<file path="src/ccu_pkg.sv">
`default_nettype none

package ccu_pkg;

    localparam int unsigned NUM_SNOOPERS = 4;           // Snooping caches
    localparam int unsigned CD_DATA_W    = 64;          // Data beat width
    localparam int unsigned CD_MIN_BEATS = 1;           // Shortest data burst
    localparam int unsigned CD_MAX_BEATS = 8;           // Longest data burst

    // Index of a single snooper
    typedef logic [$clog2(NUM_SNOOPERS)-1:0] snoop_idx_t;

    // One bit per snooper
    typedef logic [NUM_SNOOPERS-1:0] snoop_mask_t;

    // Must hold 0 up to NUM_SNOOPERS
    typedef logic [$clog2(NUM_SNOOPERS+1)-1:0] drain_cnt_t;

    // Snoop control response, all flags merge by OR
    typedef struct packed {
        logic was_unique;
        logic is_shared;
        logic pass_dirty;
        logic error;
        logic data_transfer;
    } cr_chan_t;

    // Snoop data response beat
    typedef struct packed {
        logic [CD_DATA_W-1:0] data;
        logic                 last;                     // Final beat of burst
    } cd_chan_t;

    typedef enum logic [1:0] {
        IDLE,                                           // Waiting for a selection
        COLLECT,                                        // Gathering CRs
        CR_OUT,                                         // Presenting merged CR
        DRAIN                                           // Forwarding / dropping CD bursts
    } resp_state_e;

endpackage

`default_nettype wire

</file>
<file path="src/resp_ctrl_if.sv">
`timescale 1ns/1ps
`default_nettype none

interface resp_ctrl_if import ccu_pkg::*; ();

    snoop_mask_t sel_mask;                              // Registered selection
    logic        collect_en;                            // High in COLLECT
    logic        cr_out_en;                             // High in CR_OUT
    logic        drain_en;                              // High in DRAIN
    logic        start;                                 // Selection accepted this cycle
    logic        cr_all_done;                           // All selected CRs captured
    logic        cr_sent;                               // Merged CR handshaken

    modport fsm (
        output sel_mask,
        output collect_en,
        output cr_out_en,
        output drain_en,
        output start,
        input  cr_all_done,
        input  cr_sent
    );

    modport data (
        input  sel_mask,
        input  collect_en,
        input  cr_out_en,
        input  drain_en,
        input  start,
        output cr_all_done,
        output cr_sent
    );

endinterface

`default_nettype wire

</file>
<file path="src/snoop_resp_fsm.sv">
`timescale 1ns/1ps
`default_nettype none

module snoop_resp_fsm import ccu_pkg::*; (
    input  wire         clk_i,
    input  wire         rst_ni,
    input  wire  snoop_mask_t sel_mask_i,               // Snoopers taking part
    input  wire         sel_valid_i,
    output logic        sel_ready_o,
    resp_ctrl_if.fsm    ctrl,
    input  wire  snoop_mask_t dt_mask_i,                // Snoopers that will send data
    output logic        cnt_load_o,                     // Load drain counter
    input  wire         cnt_zero_i                      // All bursts drained
);

    resp_state_e state_q;
    resp_state_e state_d;
    snoop_mask_t sel_mask_q;
    logic        sel_take;
    logic        data_pending;

    assign sel_ready_o  = (state_q == IDLE);
    assign sel_take     = sel_valid_i && sel_ready_o;
    assign data_pending = (dt_mask_i != '0);            // Merged DataTransfer flag

    assign ctrl.sel_mask   = sel_mask_q;
    assign ctrl.start      = sel_take;
    assign ctrl.collect_en = (state_q == COLLECT);
    assign ctrl.cr_out_en  = (state_q == CR_OUT);
    assign ctrl.drain_en   = (state_q == DRAIN);

    // Counter is loaded in the same cycle the merged CR leaves
    assign cnt_load_o = ctrl.cr_sent && data_pending;

    always_comb begin
        state_d = state_q;
        unique case (state_q)
            IDLE: begin
                if (sel_take) begin
                    state_d = COLLECT;
                end
            end
            COLLECT: begin
                if (ctrl.cr_all_done) begin
                    state_d = CR_OUT;
                end
            end
            CR_OUT: begin
                if (ctrl.cr_sent) begin
                    state_d = data_pending ? DRAIN : IDLE;
                end
            end
            DRAIN: begin
                if (cnt_zero_i) begin
                    state_d = IDLE;
                end
            end
            default: begin
                state_d = IDLE;
            end
        endcase
    end

    always_ff @(posedge clk_i or negedge rst_ni) begin
        if (!rst_ni) begin
            state_q    <= IDLE;
            sel_mask_q <= '0;
        end else begin
            state_q <= state_d;
            if (sel_take) begin
                sel_mask_q <= sel_mask_i;               // Held for the whole transaction
            end
        end
    end

endmodule

`default_nettype wire

</file>
<file path="src/cd_drain_counter.sv">
`timescale 1ns/1ps
`default_nettype none

module cd_drain_counter import ccu_pkg::*; (
    input  wire         clk_i,
    input  wire         rst_ni,
    input  wire         load_i,
    input  wire  snoop_mask_t load_mask_i,              // Data responders
    input  wire         dec_i,                          // One burst completed
    output logic        zero_o
);

    drain_cnt_t cnt_q;
    drain_cnt_t load_val;

    // Population count of the data responders
    always_comb begin
        load_val = '0;
        for (int i = 0; i < NUM_SNOOPERS; i++) begin
            load_val = load_val + drain_cnt_t'(load_mask_i[i]);
        end
    end

    always_ff @(posedge clk_i or negedge rst_ni) begin
        if (!rst_ni) begin
            cnt_q <= '0;
        end else if (load_i) begin
            cnt_q <= load_val;
        end else if (dec_i && (cnt_q != '0)) begin
            cnt_q <= cnt_q - drain_cnt_t'(1);
        end
    end

    assign zero_o = (cnt_q == '0);

endmodule

`default_nettype wire

</file>
<file path="src/cr_merge.sv">
`timescale 1ns/1ps
`default_nettype none

module cr_merge import ccu_pkg::*; (
    input  wire         clk_i,
    input  wire         rst_ni,
    resp_ctrl_if.data   ctrl,
    input  wire  snoop_mask_t cr_valid_i,
    output snoop_mask_t cr_ready_o,
    input  wire  cr_chan_t [NUM_SNOOPERS-1:0] cr_chan_i,
    output logic        cr_valid_o,
    input  wire         cr_ready_i,
    output cr_chan_t    cr_chan_o,
    output snoop_mask_t dt_mask_o                       // Captured CRs with DataTransfer
);

    snoop_mask_t                 captured_q;
    snoop_mask_t                 cr_take;
    cr_chan_t [NUM_SNOOPERS-1:0] cr_q;

    // Ready only for selected snoopers still owing a CR
    assign cr_ready_o = ctrl.collect_en ? (ctrl.sel_mask & ~captured_q) : '0;
    assign cr_take    = cr_valid_i & cr_ready_o;

    // Counts captures of this cycle so CR_OUT follows the last one directly
    assign ctrl.cr_all_done = ctrl.collect_en && ((captured_q | cr_take) == ctrl.sel_mask);

    always_ff @(posedge clk_i or negedge rst_ni) begin
        if (!rst_ni) begin
            captured_q <= '0;
        end else if (ctrl.start) begin
            captured_q <= '0;                           // New transaction
        end else begin
            captured_q <= captured_q | cr_take;
        end
    end

    always_ff @(posedge clk_i) begin
        for (int j = 0; j < NUM_SNOOPERS; j++) begin
            if (cr_take[j]) begin
                cr_q[j] <= cr_chan_i[j];
            end
        end
    end

    // Flags are single bits, so a struct-wide OR merges each one
    always_comb begin
        cr_chan_o = '0;
        dt_mask_o = '0;
        for (int j = 0; j < NUM_SNOOPERS; j++) begin
            if (captured_q[j]) begin
                cr_chan_o    = cr_chan_o | cr_q[j];
                dt_mask_o[j] = cr_q[j].data_transfer;
            end
        end
    end

    assign cr_valid_o   = ctrl.cr_out_en;
    assign ctrl.cr_sent = cr_valid_o && cr_ready_i;

endmodule

`default_nettype wire

</file>
<file path="src/cd_route.sv">
`timescale 1ns/1ps
`default_nettype none

module cd_route import ccu_pkg::*; (
    input  wire         clk_i,
    input  wire         rst_ni,
    resp_ctrl_if.data   ctrl,
    input  wire  snoop_mask_t dt_mask_i,                // Expected data responders
    input  wire  snoop_mask_t cd_valid_i,
    output snoop_mask_t cd_ready_o,
    input  wire  cd_chan_t [NUM_SNOOPERS-1:0] cd_chan_i,
    output logic        cd_valid_o,
    input  wire         cd_ready_i,
    output cd_chan_t    cd_chan_o,
    output logic        burst_done_o                    // Last beat accepted
);

    snoop_mask_t done_q;
    snoop_mask_t pending;
    snoop_mask_t cand;
    snoop_mask_t first_oh;
    snoop_mask_t drop_req;
    snoop_mask_t drop_gnt;
    snoop_mask_t beat_take;
    snoop_mask_t last_take;
    snoop_idx_t  fr_q;
    snoop_idx_t  fr_lowest;
    snoop_idx_t  fr_sel;
    logic        fr_lock_q;
    logic        any_cand;
    logic        route_en;
    logic        fwd_last_take;

    assign pending = ctrl.drain_en ? (dt_mask_i & ~done_q) : '0;
    assign cand    = pending & cd_valid_i;

    // Lowest index wins
    always_comb begin
        fr_lowest = '0;
        for (int i = NUM_SNOOPERS - 1; i >= 0; i--) begin
            if (cand[i]) begin
                fr_lowest = snoop_idx_t'(i);
            end
        end
    end

    assign any_cand = |cand;
    assign route_en = fr_lock_q || any_cand;            // First responder known
    assign fr_sel   = fr_lock_q ? fr_q : fr_lowest;

    always_comb begin
        first_oh = '0;
        if (route_en) begin
            first_oh[fr_sel] = 1'b1;
        end
    end

    // Forward path is purely combinational
    assign cd_valid_o    = |(cand & first_oh);
    assign cd_chan_o     = cd_chan_i[fr_sel];
    assign fwd_last_take = cd_valid_o && cd_ready_i && cd_chan_o.last;

    // One dropped stream per cycle, lowest index first
    assign drop_req = cand & ~first_oh;
    assign drop_gnt = drop_req & (~drop_req + snoop_mask_t'(1));

    // A dropped beat waits while the forwarded burst ends, one decrement per cycle
    always_comb begin
        cd_ready_o = first_oh & pending & {NUM_SNOOPERS{cd_ready_i}};
        if (!fwd_last_take) begin
            cd_ready_o = cd_ready_o | drop_gnt;
        end
    end

    assign beat_take = cd_valid_i & cd_ready_o;

    always_comb begin
        for (int j = 0; j < NUM_SNOOPERS; j++) begin
            last_take[j] = beat_take[j] && cd_chan_i[j].last;
        end
    end

    assign burst_done_o = |last_take;

    always_ff @(posedge clk_i or negedge rst_ni) begin
        if (!rst_ni) begin
            done_q    <= '0;
            fr_q      <= '0;
            fr_lock_q <= 1'b0;
        end else if (ctrl.start) begin
            done_q    <= '0;
            fr_lock_q <= 1'b0;                          // Unlock for the next transaction
        end else begin
            done_q <= done_q | last_take;
            if (!fr_lock_q && any_cand) begin
                fr_q      <= fr_lowest;
                fr_lock_q <= 1'b1;
            end
        end
    end

endmodule

`default_nettype wire

</file>
<file path="src/snoop_resp_top.sv">
`timescale 1ns/1ps
`default_nettype none

module snoop_resp_top import ccu_pkg::*; (
    input  wire         clk_i,
    input  wire         rst_ni,
    input  wire  snoop_mask_t oup_sel_i,
    input  wire         oup_sel_valid_i,
    output logic        oup_sel_ready_o,
    input  wire  snoop_mask_t cr_valids_i,
    output snoop_mask_t cr_readies_o,
    input  wire  cr_chan_t [NUM_SNOOPERS-1:0] cr_chans_i,
    input  wire  snoop_mask_t cd_valids_i,
    output snoop_mask_t cd_readies_o,
    input  wire  cd_chan_t [NUM_SNOOPERS-1:0] cd_chans_i,
    output logic        cr_valid_o,
    input  wire         cr_ready_i,
    output cr_chan_t    cr_chan_o,
    output logic        cd_valid_o,
    input  wire         cd_ready_i,
    output cd_chan_t    cd_chan_o
);

    snoop_mask_t dt_mask;                               // Snoopers owing a data burst
    logic        cnt_load;
    logic        cnt_zero;
    logic        burst_done;

    resp_ctrl_if ctrl_if ();

    snoop_resp_fsm i_fsm (
        .clk_i       (clk_i),
        .rst_ni      (rst_ni),
        .sel_mask_i  (oup_sel_i),
        .sel_valid_i (oup_sel_valid_i),
        .sel_ready_o (oup_sel_ready_o),
        .ctrl        (ctrl_if.fsm),
        .dt_mask_i   (dt_mask),
        .cnt_load_o  (cnt_load),
        .cnt_zero_i  (cnt_zero)
    );

    cd_drain_counter i_drain_cnt (
        .clk_i       (clk_i),
        .rst_ni      (rst_ni),
        .load_i      (cnt_load),
        .load_mask_i (dt_mask),
        .dec_i       (burst_done),
        .zero_o      (cnt_zero)
    );

    cr_merge i_cr_merge (
        .clk_i      (clk_i),
        .rst_ni     (rst_ni),
        .ctrl       (ctrl_if.data),
        .cr_valid_i (cr_valids_i),
        .cr_ready_o (cr_readies_o),
        .cr_chan_i  (cr_chans_i),
        .cr_valid_o (cr_valid_o),
        .cr_ready_i (cr_ready_i),
        .cr_chan_o  (cr_chan_o),
        .dt_mask_o  (dt_mask)
    );

    cd_route i_cd_route (
        .clk_i        (clk_i),
        .rst_ni       (rst_ni),
        .ctrl         (ctrl_if.data),
        .dt_mask_i    (dt_mask),
        .cd_valid_i   (cd_valids_i),
        .cd_ready_o   (cd_readies_o),
        .cd_chan_i    (cd_chans_i),
        .cd_valid_o   (cd_valid_o),
        .cd_ready_i   (cd_ready_i),
        .cd_chan_o    (cd_chan_o),
        .burst_done_o (burst_done)
    );

endmodule

`default_nettype wire

</file>
<file path="config.mk">
export PLATFORM = sky130hd
export DESIGN_NAME = snoop_resp_top
export DESIGN_NICKNAME = d
export VERILOG_FILES = /design/src/ccu_pkg.sv /design/src/resp_ctrl_if.sv /design/src/snoop_resp_fsm.sv /design/src/cd_drain_counter.sv /design/src/cr_merge.sv /design/src/cd_route.sv /design/src/snoop_resp_top.sv
export SDC_FILE = /design/constraint.sdc
export NUM_CORES = 1
export LEC_CHECK = 0
export BUFFER_PORTS_ARGS = -buffer_cell sky130_fd_sc_hd__buf_2
export CORE_AREA = 5 5 143 145
export CTS_BUF_LIST = sky130_fd_sc_hd__clkbuf_8
export DETAILED_ROUTE_END_ITERATION = 8
export DIE_AREA = 0 0 148 150
export SLEW_MARGIN = 20
export SYNTH_ARGS = -nofsm -noshare
export SYNTH_HDL_FRONTEND = slang
export SYNTH_SLANG_ARGS = --single-unit
</file>
<file path="constraint.sdc">
create_clock -name clk_i -period 3.9 [get_ports clk_i]
set_clock_uncertainty 0.15 [all_clocks]
set_input_delay 0.39 -clock clk_i [delete_from_list [all_inputs] [get_ports clk_i]]
set_output_delay 0.39 -clock clk_i [all_outputs]
set_load 0.01 [all_outputs]
</file>
# Word level (Yosys, flattened, before mapping)

Cells that the tools add are included.

Add/sub/neg operators: 5
Order comparisons: 2
Equal/unequal tests: 8
Muxes and demuxes: 33
Bitwise operators: 21
Reductions and logical operators: 26

Operators by type and width:

| operator              | count |
|---|---|
| $bmux W65 S2          | 1 |
| $mux W65              | 1 |
| $and A4 B4 Y4         | 10 |
| $mux W4               | 6 |
| $mux W2               | 10 |
| $mux W5               | 4 |
| $not A4 Y4            | 4 |
| $or A5 B5 Y5          | 3 |
| $logic_and A1 B1 Y1   | 13 |
| $or A4 B4 Y4          | 3 |
| $reduce_or A4 Y1      | 3 |
| $ne A2 B2 Y1 const B  | 4 |
| $pmux W2 S4           | 1 |
| $mux W1               | 7 |
| $add A3 B1 Y3         | 2 |
| $mux W3               | 2 |
| $add A4 B1 Y4 const B | 1 |
| $eq A2 B2 Y1 const B  | 2 |
| $eq A4 B4 Y1          | 1 |
| $reduce_and A4 Y1     | 1 |
| $reduce_bool A2 Y1    | 2 |
| $reduce_bool A4 Y1    | 1 |
| $logic_not A3 Y1      | 1 |
| $lt A2 B3 Y1 const B  | 1 |
| 11 further kinds      | 11 |

Register bits after elaboration: 40
Bits of input ports: 297
Output and inout bits: 81
Word-level logic and storage cells: 122

# Depth between registers and ports, before layout

Gate-level depths: netlist (run 1).

Word-level depth: 27
Depth in mapped cells: 11
Mapped depth without buffers: 10

# Worst setup path after synthesis (run 1)

OpenSTA, ideal clock, no wires.

Path type: reg-to-output
Start: register i_cd_route.fr_lock_q
End: output port cd_chan_o[37] (netlist name)
Data arrival time: 2.380 ns
Required time: 3.360 ns
Slack: 0.980 ns
Stages on the path, launching flop included: 10
Path buffers: 4
Path through: dfrtp_1 buf_2 o41a_1 o21ai_1 clkbuf_1 clkbuf_1 clkbuf_1 nand2_1 and3_1 a31oi_1

RTL lines:

| item                   | RTL line             | source |
|---|---|---|
| start, declared        | cd_route.sv:29       | `logic fr_lock_q;` |
| start signal, assigned | cd_route.sv:89       | `fr_lock_q <= 1'b0;` |
| start signal, assigned | cd_route.sv:92       | `fr_lock_q <= 1'b0;` |
| start signal, assigned | cd_route.sv:97       | `fr_lock_q <= 1'b1;` |
| end, declared          | snoop_resp_top.sv:21 | `output cd_chan_t cd_chan_o` |

# Worst setup path in the final report (run 1)

Start: register i_fsm.state_q[0]
End: output port cd_readies_o[1]

Cells in the longest elaborated chain, start to end: 20
Elaborated cells between the ends (all ways): 31
Those cells by class: add/sub (1); order compare (2); eq/ne (1); mux (12); bitwise (9); reduce/logical (6)

Ends and longest elaborated chain:

| item                                                                      | RTL line             | source |
|---|---|---|
| start, declared                                                           | snoop_resp_fsm.sv:16 | `resp_state_e state_q;` |
| start signal, assigned                                                    | snoop_resp_fsm.sv:69 | `state_q <= state_d;` |
| $eq A2 B2 Y1 (*)                                                          | snoop_resp_fsm.sv:30 | `assign ctrl.drain_en = (state_q == DRAIN);` |
| $mux W4 (*)                                                               | cd_route.sv:34       | `assign pending = ctrl.drain_en ? (dt_mask_i & ~done_q) : '0;` |
| $and A4 B4 Y4                                                             | cd_route.sv:35       | `assign cand = pending & cd_valid_i;` |
| $mux W2 (4 in series)                                                     | cd_route.sv:41       | `if (cand[i]) begin` |
| $mux W2                                                                   | cd_route.sv:49       | `assign fr_sel = fr_lock_q ? fr_q : fr_lowest;` |
| $lt A2 B3 Y1 (not written as such) / $ge A2 B1 Y1 (equally long branches) | cd_route.sv:54       | `first_oh[fr_sel] = 1'b1;` |
| $logic_and A1 B1 Y1 (not written as such)                                 | cd_route.sv:54       |  |
| $mux W1 (not written as such)                                             | cd_route.sv:54       |  |
| $demux W1 S2                                                              | --                   |  |
| $mux W4                                                                   | cd_route.sv:53       | `if (route_en) begin` |
| $not A4 Y4                                                                | cd_route.sv:64       | `assign drop_req = cand & ~first_oh;` |
| $and A4 B4 Y4                                                             | cd_route.sv:64       |  |
| $not A4 Y4                                                                | cd_route.sv:65       | `assign drop_gnt = drop_req & (~drop_req + snoop_mask_t'(1));` |
| $add A4 B1 Y4                                                             | cd_route.sv:65       |  |
| $and A4 B4 Y4                                                             | cd_route.sv:65       |  |
| $or A4 B4 Y4                                                              | cd_route.sv:71       | `cd_ready_o = cd_ready_o \| drop_gnt;` |
| $mux W4 (*)                                                               | cd_route.sv:70       | `if (!fwd_last_take) begin` |
| end, declared                                                             | snoop_resp_top.sv:14 | `output snoop_mask_t cd_readies_o,` |

Mark *: on every way between the ends. The rest lies on a longest branch, timed or not. The select of a mux whose other input is x is not followed.

==> flow_metrics.env, run 1 <==
export IMPL_status="complete, no violations"
export IMPL_drt_wirelength_per_cell_um=18.44
export IMPL_period_share=0.9526
export IMPL_seq_area_frac_synth=0.2521
export IMPL_p_leak_uw=0.003458
export IMPL_synth_edf_count=20
export IMPL_relSlewSlack=0.5767
export IMPL_insertion_delay_ps=300
export IMPL_crit_fanout=11
export IMPL_io_pins=378
export IMPL_final_cell_mix="buf_2, nand2_1, and3_1"
export IMPL_yosys_top_cells_area="nand2_1, edfxtp_1, dfrtp_1"
export IMPL_area_growth_pct=50.90
export IMPL_max_vdd_ir_drop_v=0.0004794
export IMPL_rows=51
export IMPL_core_sq_um=19080
export IMPL_yosys_most_used_dff="edfxtp_1"
export IMPL_syn_num_nets=974
export IMPL_fin_cells=1250
export IMPL_postSynthAreaPerCell_sq_um=6.510
export IMPL_overflow=0
export IMPL_fin_ws_ps=184.8
export IMPL_cp_start_kind="register"
export IMPL_grt_use_total=0.1892
export IMPL_final_common_cell="buf_2"
export IMPL_critPathKind="register to output pin"
export IMPL_final_setup_viol_count=0
export IMPL_grt_max_degree=138
export IMPL_final_antenna_net_count=0
export IMPL_grt_pass1_vias=5866
export IMPL_crit_buf_inv=1
export IMPL_yosysTopAreaCell="nand2_1"
export IMPL_drv_slew=0
export IMPL_fmax_ghz=0.2692
export IMPL_vias=6061
export IMPL_htreeDepth=2
export IMPL_fillCellCount=2140
export IMPL_slowest_stage="dfrtp_1"
export IMPL_min_period_ps=3715
export IMPL_cpLargestDelayFamily="compound AO/OA/AOI/OAI gates"
export IMPL_gp_congestion=0.9170
export IMPL_drt_pass1_iter_count=5
export IMPL_power_density_nw_per_um2=808.7
export IMPL_tritoncts="built"
export IMPL_critPathMaxStageDelay_ps=560
export IMPL_netlist_area_sq_um=4368
export IMPL_ys_ff_latch=40
export IMPL_synth_distinct_cells=63
export IMPL_finalSetupTns_ps=0
export IMPL_cp_end_kind="output pin"
export IMPL_wl_um=23050
export IMPL_place_ws_ps=331.8
export IMPL_tightest_slew_ps=634.9
export IMPL_yosys_warnings=0
export IMPL_post_place_cells=1237
export IMPL_antenna_found_initial=4
export IMPL_drtIter0Drc=347
export IMPL_rsz0062_at_grt="false"
export IMPL_grt_first_pass_wirelength_um=33370
export IMPL_crit_arrival_ps=3180
export IMPL_die_y_um=150
export IMPL_finalHoldViolations=0
export IMPL_cts_sinks=40
export IMPL_clk_pin_slew_ps=90
export IMPL_drc=0
export IMPL_ys_async_sr_fraction=0.5000
export IMPL_cts_buffers=5
export IMPL_synth_top_area_frac=0.2346
export IMPL_die_area_sq_um=22200
export IMPL_hold_path_class="input port to register"
export IMPL_dieWidth_um=148
export IMPL_clk_path_buf_depth=2
export IMPL_hpwlAfterDp_um=18880
export IMPL_io_buffer_count=377
export IMPL_critPathRequiredTime_ps=3360
export IMPL_layout_nets=1310
export IMPL_start_util=0.2289
export IMPL_drive_gt1_frac=0.4147
export IMPL_hold_slack_ps=111.8
export IMPL_cts_root_buf="clkbuf_8"
export IMPL_syn_inst=671
export IMPL_drv_cap=0
export IMPL_cts_setup_buffers=0
export IMPL_post_drt_via_cell_ratio=4.849
export IMPL_crit_chain="and2_2 -> nand3_4 -> a2111oi_4 -> o221ai_1 -> o211ai_2 -> a21oi_1 -> o2bb2ai_1 -> nor4b_2 -> buf_2"
export IMPL_totalPowerFinal_uw=5331
timing repair:
item | in CTS | in global routing
gates resized for setup | 1 | 2
hold buffers | 1 | 0
endpoints found under the hold margin | 20 | 0
endpoints found under the setup margin | 1 | 3
routing by layer:
metal	global-route usage	vias up	wire length, um
met1	0.2538	2746	9435
met4	0.03557	0	194
met3	0.03271	16	1843
li1	-	3017	-
met5	0	-	0
met2	0.3224	282	11570
path summary, 6_finish.rpt:
kind / slack (ps) / cells after the start / from / end
min in group asynchronous: 430 / 2 / rst_ni / i_drain_cnt.cnt_q[2]
max reg2reg: 560 / 10 / i_cr_merge.captured_q[2] / i_drain_cnt.cnt_q[0]
min reg2reg: 390 / 2 / i_cd_route.done_q[2] / i_cd_route.done_q[2]
min: 110 / 1 / cr_chans_i[4] / i_cr_merge.cr_q[4]
max in group asynchronous: 2810 / 2 / rst_ni / i_fsm.ctrl.sel_mask[0]
max: 180 / 9 / i_fsm.state_q[0] / cd_readies_o[1]
worst register-to-register path, stage by stage, from the launching register on:
cell,delay [ps]
dfrtp_1,500
and3b_4,260
a211oi_2,450
o21a_4,290
buf_12,280
o21a_1,250
nor3_1,90
a211oi_2,330
a41oi_2,210
xnor2_1,170
mux2_2,260
registers in the layout, indices dropped and copies added, names as in the netlist:
signal / count
i_cd_route.fr_lock_q: 1
i_cr_merge.captured_q: 4
i_drain_cnt.cnt_q: 3
i_fsm.ctrl.sel_mask: 4
i_cr_merge.cr_q: 20
i_cd_route.fr_q: 2
i_fsm.state_q: 2
i_cd_route.done_q: 4
Yosys cell counts (3+ instances only):
cell,instances
a21oi_1,13
a22oi_1,10
a2bb2oi_1,4
a31oi_1,66
and2_1,7
and3_1,67
buf_1,3
buf_2,3
buf_4,5
clkbuf_1,44
dfrtp_1,20
edfxtp_1,20
ha_1,5
inv_1,17
nand2_1,273
nand2b_1,5
nand3_1,6
nand4_1,3
nor2_1,22
nor3_1,6
o211ai_1,3
o21a_1,3
o21ai_0,13
o31ai_1,4
through the flow:
step	utilization	area, sq um
2_1_floorplan	-	4368
3_3_place_gp	0.3369	6429
3_5_place_dp	0.3369	6429
4_1_cts	0.3447	6578
5_1_grt	0.3455	6591
6_report	0.3455	6591
report_power, final:
part	switching [uW]	internal, uW
clock	160	253
combinational	2580	1610
sequential	153	574
final cells by class:
type | instances | area (sq um) | share of cell area
inverters | 18 | 70.07 | 0.01063
well taps | 238 | 297.8 | 0.04518
repair buffers | 385 | 1987 | 0.3014
multi-input cells | 557 | 2993 | 0.4541
flip-flops and latches | 40 | 1101 | 0.1670
clock inverters | 3 | 63.81 | 0.009681
clock buffers | 5 | 68.82 | 0.01044
diodes | 4 | 10.01 | 0.001519
cells by family (layout without fill, tap and decap cells):
| kind of cell | Yosys count | count (layout) | synth area share |
|---|---|---|---|
| simple gates | 407 | 407 | 0.4239 |
| compound gates | 141 | 141 | 0.2269 |
| buf+inv | 74 | 411 | 0.07104 |
| flops | 40 | 40 | 0.2521 |
| fa+ha+maj | 6 | 6 | 0.01891 |
| mux | 2 | 2 | 0.005156 |
| xor+xnor | 1 | 1 | 0.002006 |
| other cells | 0 | 4 | 0 |
Note: power is estimated with default switching activity, not from simulation.
==> run 2: changes to the inputs <==
Settings changed: ABC_CLOCK_PERIOD_IN_PS set to 4750, CORE_AREA 5 5 143 145 to 5 5 142 144, DIE_AREA 0 0 148 150 to 0 0 147 149.
Clock period 3.9 ns to 4.75 ns, I/O delays scaled along.
==> flow_metrics.env, run 2 (same netlist as run 1, synthesis figures left out) <==
export IMPL_drt_wirelength_per_cell_um=18.88
export IMPL_post_drt_via_cell_ratio=4.990
export IMPL_final_common_cell="buf_2"
export IMPL_fmax_ghz=0.2376
export IMPL_hpwlAfterDp_um=19160
export IMPL_hold_path_class="input port to register"
export IMPL_drv_slew=0
export IMPL_grt_use_total=0.1954
export IMPL_grt_pass1_vias=5760
export IMPL_status="complete, no violations"
export IMPL_grt_first_pass_wirelength_um=33980
export IMPL_drt_pass1_iter_count=5
export IMPL_antenna_found_initial=15
export IMPL_crit_fanout=86
export IMPL_start_util=0.2351
export IMPL_core_sq_um=18580
export IMPL_overflow=0
export IMPL_cts_sinks=40
export IMPL_clk_path_buf_depth=2
export IMPL_seq_area_sq_um=1101
export IMPL_clk_pin_slew_ps=90
export IMPL_finalHoldViolations=0
export IMPL_cts_setup_buffers=0
export IMPL_insertion_delay_ps=300
export IMPL_final_cell_mix="buf_2, nand2_1, and3_1"
export IMPL_drtIter0Drc=515
export IMPL_area_growth_pct=49.07
export IMPL_crit_arrival_ps=3580
export IMPL_multi_input_area_sq_um=2983
export IMPL_critPathKind="register to output pin"
export IMPL_finalSetupTns_ps=0
export IMPL_cp_end_kind="output pin"
export IMPL_post_place_cells=1232
export IMPL_p_leak_uw=0.003422
export IMPL_drv_cap=0
export IMPL_cts_buffers=5
export IMPL_min_period_ps=4210
export IMPL_tritoncts="built"
export IMPL_place_ws_ps=836.5
export IMPL_htreeDepth=2
export IMPL_io_pins=378
export IMPL_cts_root_buf="clkbuf_8"
export IMPL_io_buffer_count=377
export IMPL_critPathRequiredTime_ps=4120
export IMPL_rows=50
export IMPL_power_density_nw_per_um2=653.9
export IMPL_final_antenna_net_count=0
export IMPL_dieWidth_um=147
export IMPL_drc=0
export IMPL_layout_nets=1309
export IMPL_fillCellCount=2044
export IMPL_fin_ws_ps=540.4
export IMPL_final_setup_viol_count=0
export IMPL_tightest_slew_ps=863.7
export IMPL_gp_congestion=0.9290
export IMPL_grt_max_degree=87
export IMPL_rsz0062_at_grt="false"
export IMPL_period_share=0.8862
export IMPL_drive_gt1_frac=0.4131
export IMPL_hold_slack_ps=193.9
export IMPL_die_y_um=149
export IMPL_wl_um=23490
export IMPL_reg2reg_slack_ps=1040
export IMPL_largest_reg_flops=20
export IMPL_die_area_sq_um=21900
export IMPL_fin_cells=1244
export IMPL_max_vdd_ir_drop_v=0.0003515
export IMPL_vias=6207
export IMPL_regMostFlops="i_cr_merge.cr_q"
export IMPL_cp_start_kind="register"
export IMPL_relSlewSlack=0.4242
==> run 2: routing by layer <==
metal | up-vias | routed length [um] | track usage
met1 | 2796 | 9683 | 0.2615
met5 | - | 122 | 0
met4 | 20 | 331 | 0.03262
li1 | 3013 | - | -
met3 | 41 | 2784 | 0.07445
met2 | 337 | 10570 | 0.3056
==> run 2: worst max-delay path, cell delays in order, from the launching register on <==
cell and delay [ps]:
dfrtp_1 510, and3b_4 270, a211oi_2 430, o21a_4 550
buf_4 770, nand2_1 100, and3_1 200, a31oi_1 210
buf_2 180
==> run 2: power breakdown <==
group / switching [uW] / total (uW) / internal, uW
Sequential: 126 / 598 / 471
Clock: 135 / 294 / 158
Combinational: 2090 / 3370 / 1270
Total: 2350 / 4260 / 1900
==> run 2: timing repair <==
| action | 4_1_cts | 5_1_grt |
|---|---|---|
| resized for setup | 0 | 0 |
| hold endpoints to repair | 17 | 0 |
| hold buffers | 1 | 0 |
| endpoints found under the setup margin | 0 | 0 |
==> run 2: worst paths after layout <==
kind	startpoint	end	cells past startpoint
worst max-delay path	i_cr_merge.captured_q[2]	cd_chan_o[39]	8
worst min-delay path	cr_chans_i[6]	i_cr_merge.cr_q[6]	1
worst max register to register	i_fsm.state_q[0]	i_drain_cnt.cnt_q[0]	10
worst min register to register	i_cd_route.done_q[2]	i_cd_route.done_q[2]	2
max in group asynchronous	rst_ni	i_cd_route.done_q[0]	2
min in group asynchronous	rst_ni	i_cd_route.done_q[2]	2
==> run 2: final cells by class <==
type,count,area share
multi-input cells,557,0.4581
repair buffers,384,0.2982
flip-flops and latches,40,0.1691
well taps,234,0.04497
inverters,18,0.01076
clock buffers,5,0.01057
clock inverters,3,0.007110
diodes,3,0.001153
==> run 2: metrics by stage <==
step	total power, uW	utilization	area, sq um
after floorplan	2785	-	4368
final	4258	0.3504	6511
after global routing	4646	0.3504	6511
after global placement	3975	0.3433	6379
after detailed placement	3983	0.3433	6379
after CTS	4288	0.3500	6504
==> run 3: changes to the inputs <==
Settings changed: ABC_CLOCK_PERIOD_IN_PS 4750 to 4600, CORE_AREA 5 5 142 144 to 5 5 143 145, DIE_AREA 0 0 147 149 to 0 0 148 150.
Clock period 4.75 ns to 4.6 ns, I/O delays scaled along.
==> flow_metrics.env, run 3 (same netlist as run 1, synthesis figures left out) <==
export IMPL_fmax_ghz=0.2449
export IMPL_layout_nets=1308
export IMPL_finalSetupTns_ps=0
export IMPL_status="complete, no violations"
export IMPL_cts_hold_buf=1
export IMPL_final_setup_viol_count=0
export IMPL_drtIter0Drc=381
export IMPL_drv_cap=0
export IMPL_rsz0062_at_grt="false"
export IMPL_grt_first_pass_wirelength_um=33000
export IMPL_grt_max_degree=138
export IMPL_min_period_ps=4084
export IMPL_dieWidth_um=148
export IMPL_final_cell_mix="buf_2, nand2_1, and3_1"
export IMPL_die_y_um=150
export IMPL_critPathRequiredTime_ps=3990
export IMPL_htreeDepth=2
export IMPL_reg2reg_slack_ps=980
export IMPL_cts_buffers=5
export IMPL_finalHoldViolations=0
export IMPL_grt_use_total=0.1876
export IMPL_min_path_cells=1
export IMPL_wl_um=22940
export IMPL_hold_path_class="input port to register"
export IMPL_insertion_delay_ps=290
export IMPL_rows=51
export IMPL_cp_end_kind="output pin"
export IMPL_vias=6083
export IMPL_post_drt_via_cell_ratio=4.890
export IMPL_clk_path_buf_depth=2
export IMPL_die_area_sq_um=22200
export IMPL_max_vdd_ir_drop_v=0.0003968
export IMPL_crit_fanout=25
export IMPL_largest_reg_flops=20
export IMPL_cp_start_kind="register"
export IMPL_hold_slack_ps=184.2
export IMPL_core_sq_um=19080
export IMPL_tritoncts="built"
export IMPL_cts_root_buf="clkbuf_8"
export IMPL_tightest_slew_ps=591.5
export IMPL_fillCellCount=2119
export IMPL_drc=0
export IMPL_hpwlAfterDp_um=18790
export IMPL_cts_setup_buffers=0
export IMPL_power_density_nw_per_um2=674.5
export IMPL_ctsResizeCount=0
export IMPL_io_buffer_count=377
export IMPL_crit_arrival_ps=3470
export IMPL_gp_congestion=0.8775
export IMPL_reg2reg_depth=9
export IMPL_period_share=0.8877
export IMPL_area_growth_pct=49.04
export IMPL_drt_pass1_iter_count=5
export IMPL_final_common_cell="buf_2"
export IMPL_diodes=0
export IMPL_grt_pass1_vias=5794
export IMPL_io_pins=378
export IMPL_drive_gt1_frac=0.4125
export IMPL_drt_wirelength_per_cell_um=18.44
export IMPL_regMostFlops="i_cr_merge.cr_q"
export IMPL_start_util=0.2289
export IMPL_final_antenna_net_count=0
export IMPL_antenna_found_initial=1
export IMPL_p_leak_uw=0.003422
export IMPL_critPathKind="register to output pin"
export IMPL_cts_sinks=40
export IMPL_clk_pin_slew_ps=80
export IMPL_relSlewSlack=0.6056
export IMPL_drv_slew=0
export IMPL_overflow=0
[run 3: worst paths after layout]
check                                         startpoint                    to
worst max-delay path            i_cr_merge.captured_q[0]       cd_readies_o[1]
worst min-delay path                       cr_chans_i[9]    i_cr_merge.cr_q[9]
worst max register to register          i_fsm.state_q[0]  i_drain_cnt.cnt_q[0]
worst min register to register      i_cd_route.done_q[2]  i_cd_route.done_q[2]
max in group asynchronous                         rst_ni  i_cd_route.done_q[0]
min in group asynchronous                         rst_ni  i_drain_cnt.cnt_q[1]
[run 3: power by group]
part	switching [uW]	total (uW)	internal [uW]
Combinational	2170	3490	1320
Sequential	128	615	487
Clock	125	286	160
[run 3: layout make-up]
cell class,count,area (sq um),area share
well taps,238,297.8,0.04574
clock buffers,5,68.82,0.01057
flip-flops and latches,40,1101,0.1691
multi-input cells,557,2983,0.4582
repair buffers,383,1947,0.2991
inverters,18,70.07,0.01076
clock inverters,3,42.54,0.006535
[run 3: per-stage QoR]
step / util / instance area [sq um] / std cells / setup WS, ps / power, uW
floorplan: - / 4368 / 671 / 1610 / 2876
global placement: 0.3348 / 6389 / 1235 / 838.5 / 4138
detailed placement: 0.3348 / 6389 / 1235 / 846.7 / 4121
CTS: 0.3412 / 6510 / 1244 / 511.2 / 4426
global route: 0.3412 / 6510 / 1244 / 232.3 / 4805
finish: 0.3412 / 6510 / 1244 / 516.4 / 4391
[run 3: metal layers]
layer  GRT usage  vias to the layer above  wire length (um)
met5           0                        -                 7
met4     0.02679                        2               212
met3     0.03210                       15              1804
met2      0.3284                      281             11400
met1      0.2482                     2778              9514
li1            -                     3007                 -
[run 3: worst max-delay path: stages (launching register included)]
cell and delay, ps:
dfrtp_1 560, nand2_4 120, nor3_2 390, a2111oi_4 130, or2_2 520, o211ai_2 380
a21oi_1 180, o2bb2ai_1 190, nor4b_1 450, buf_2 230
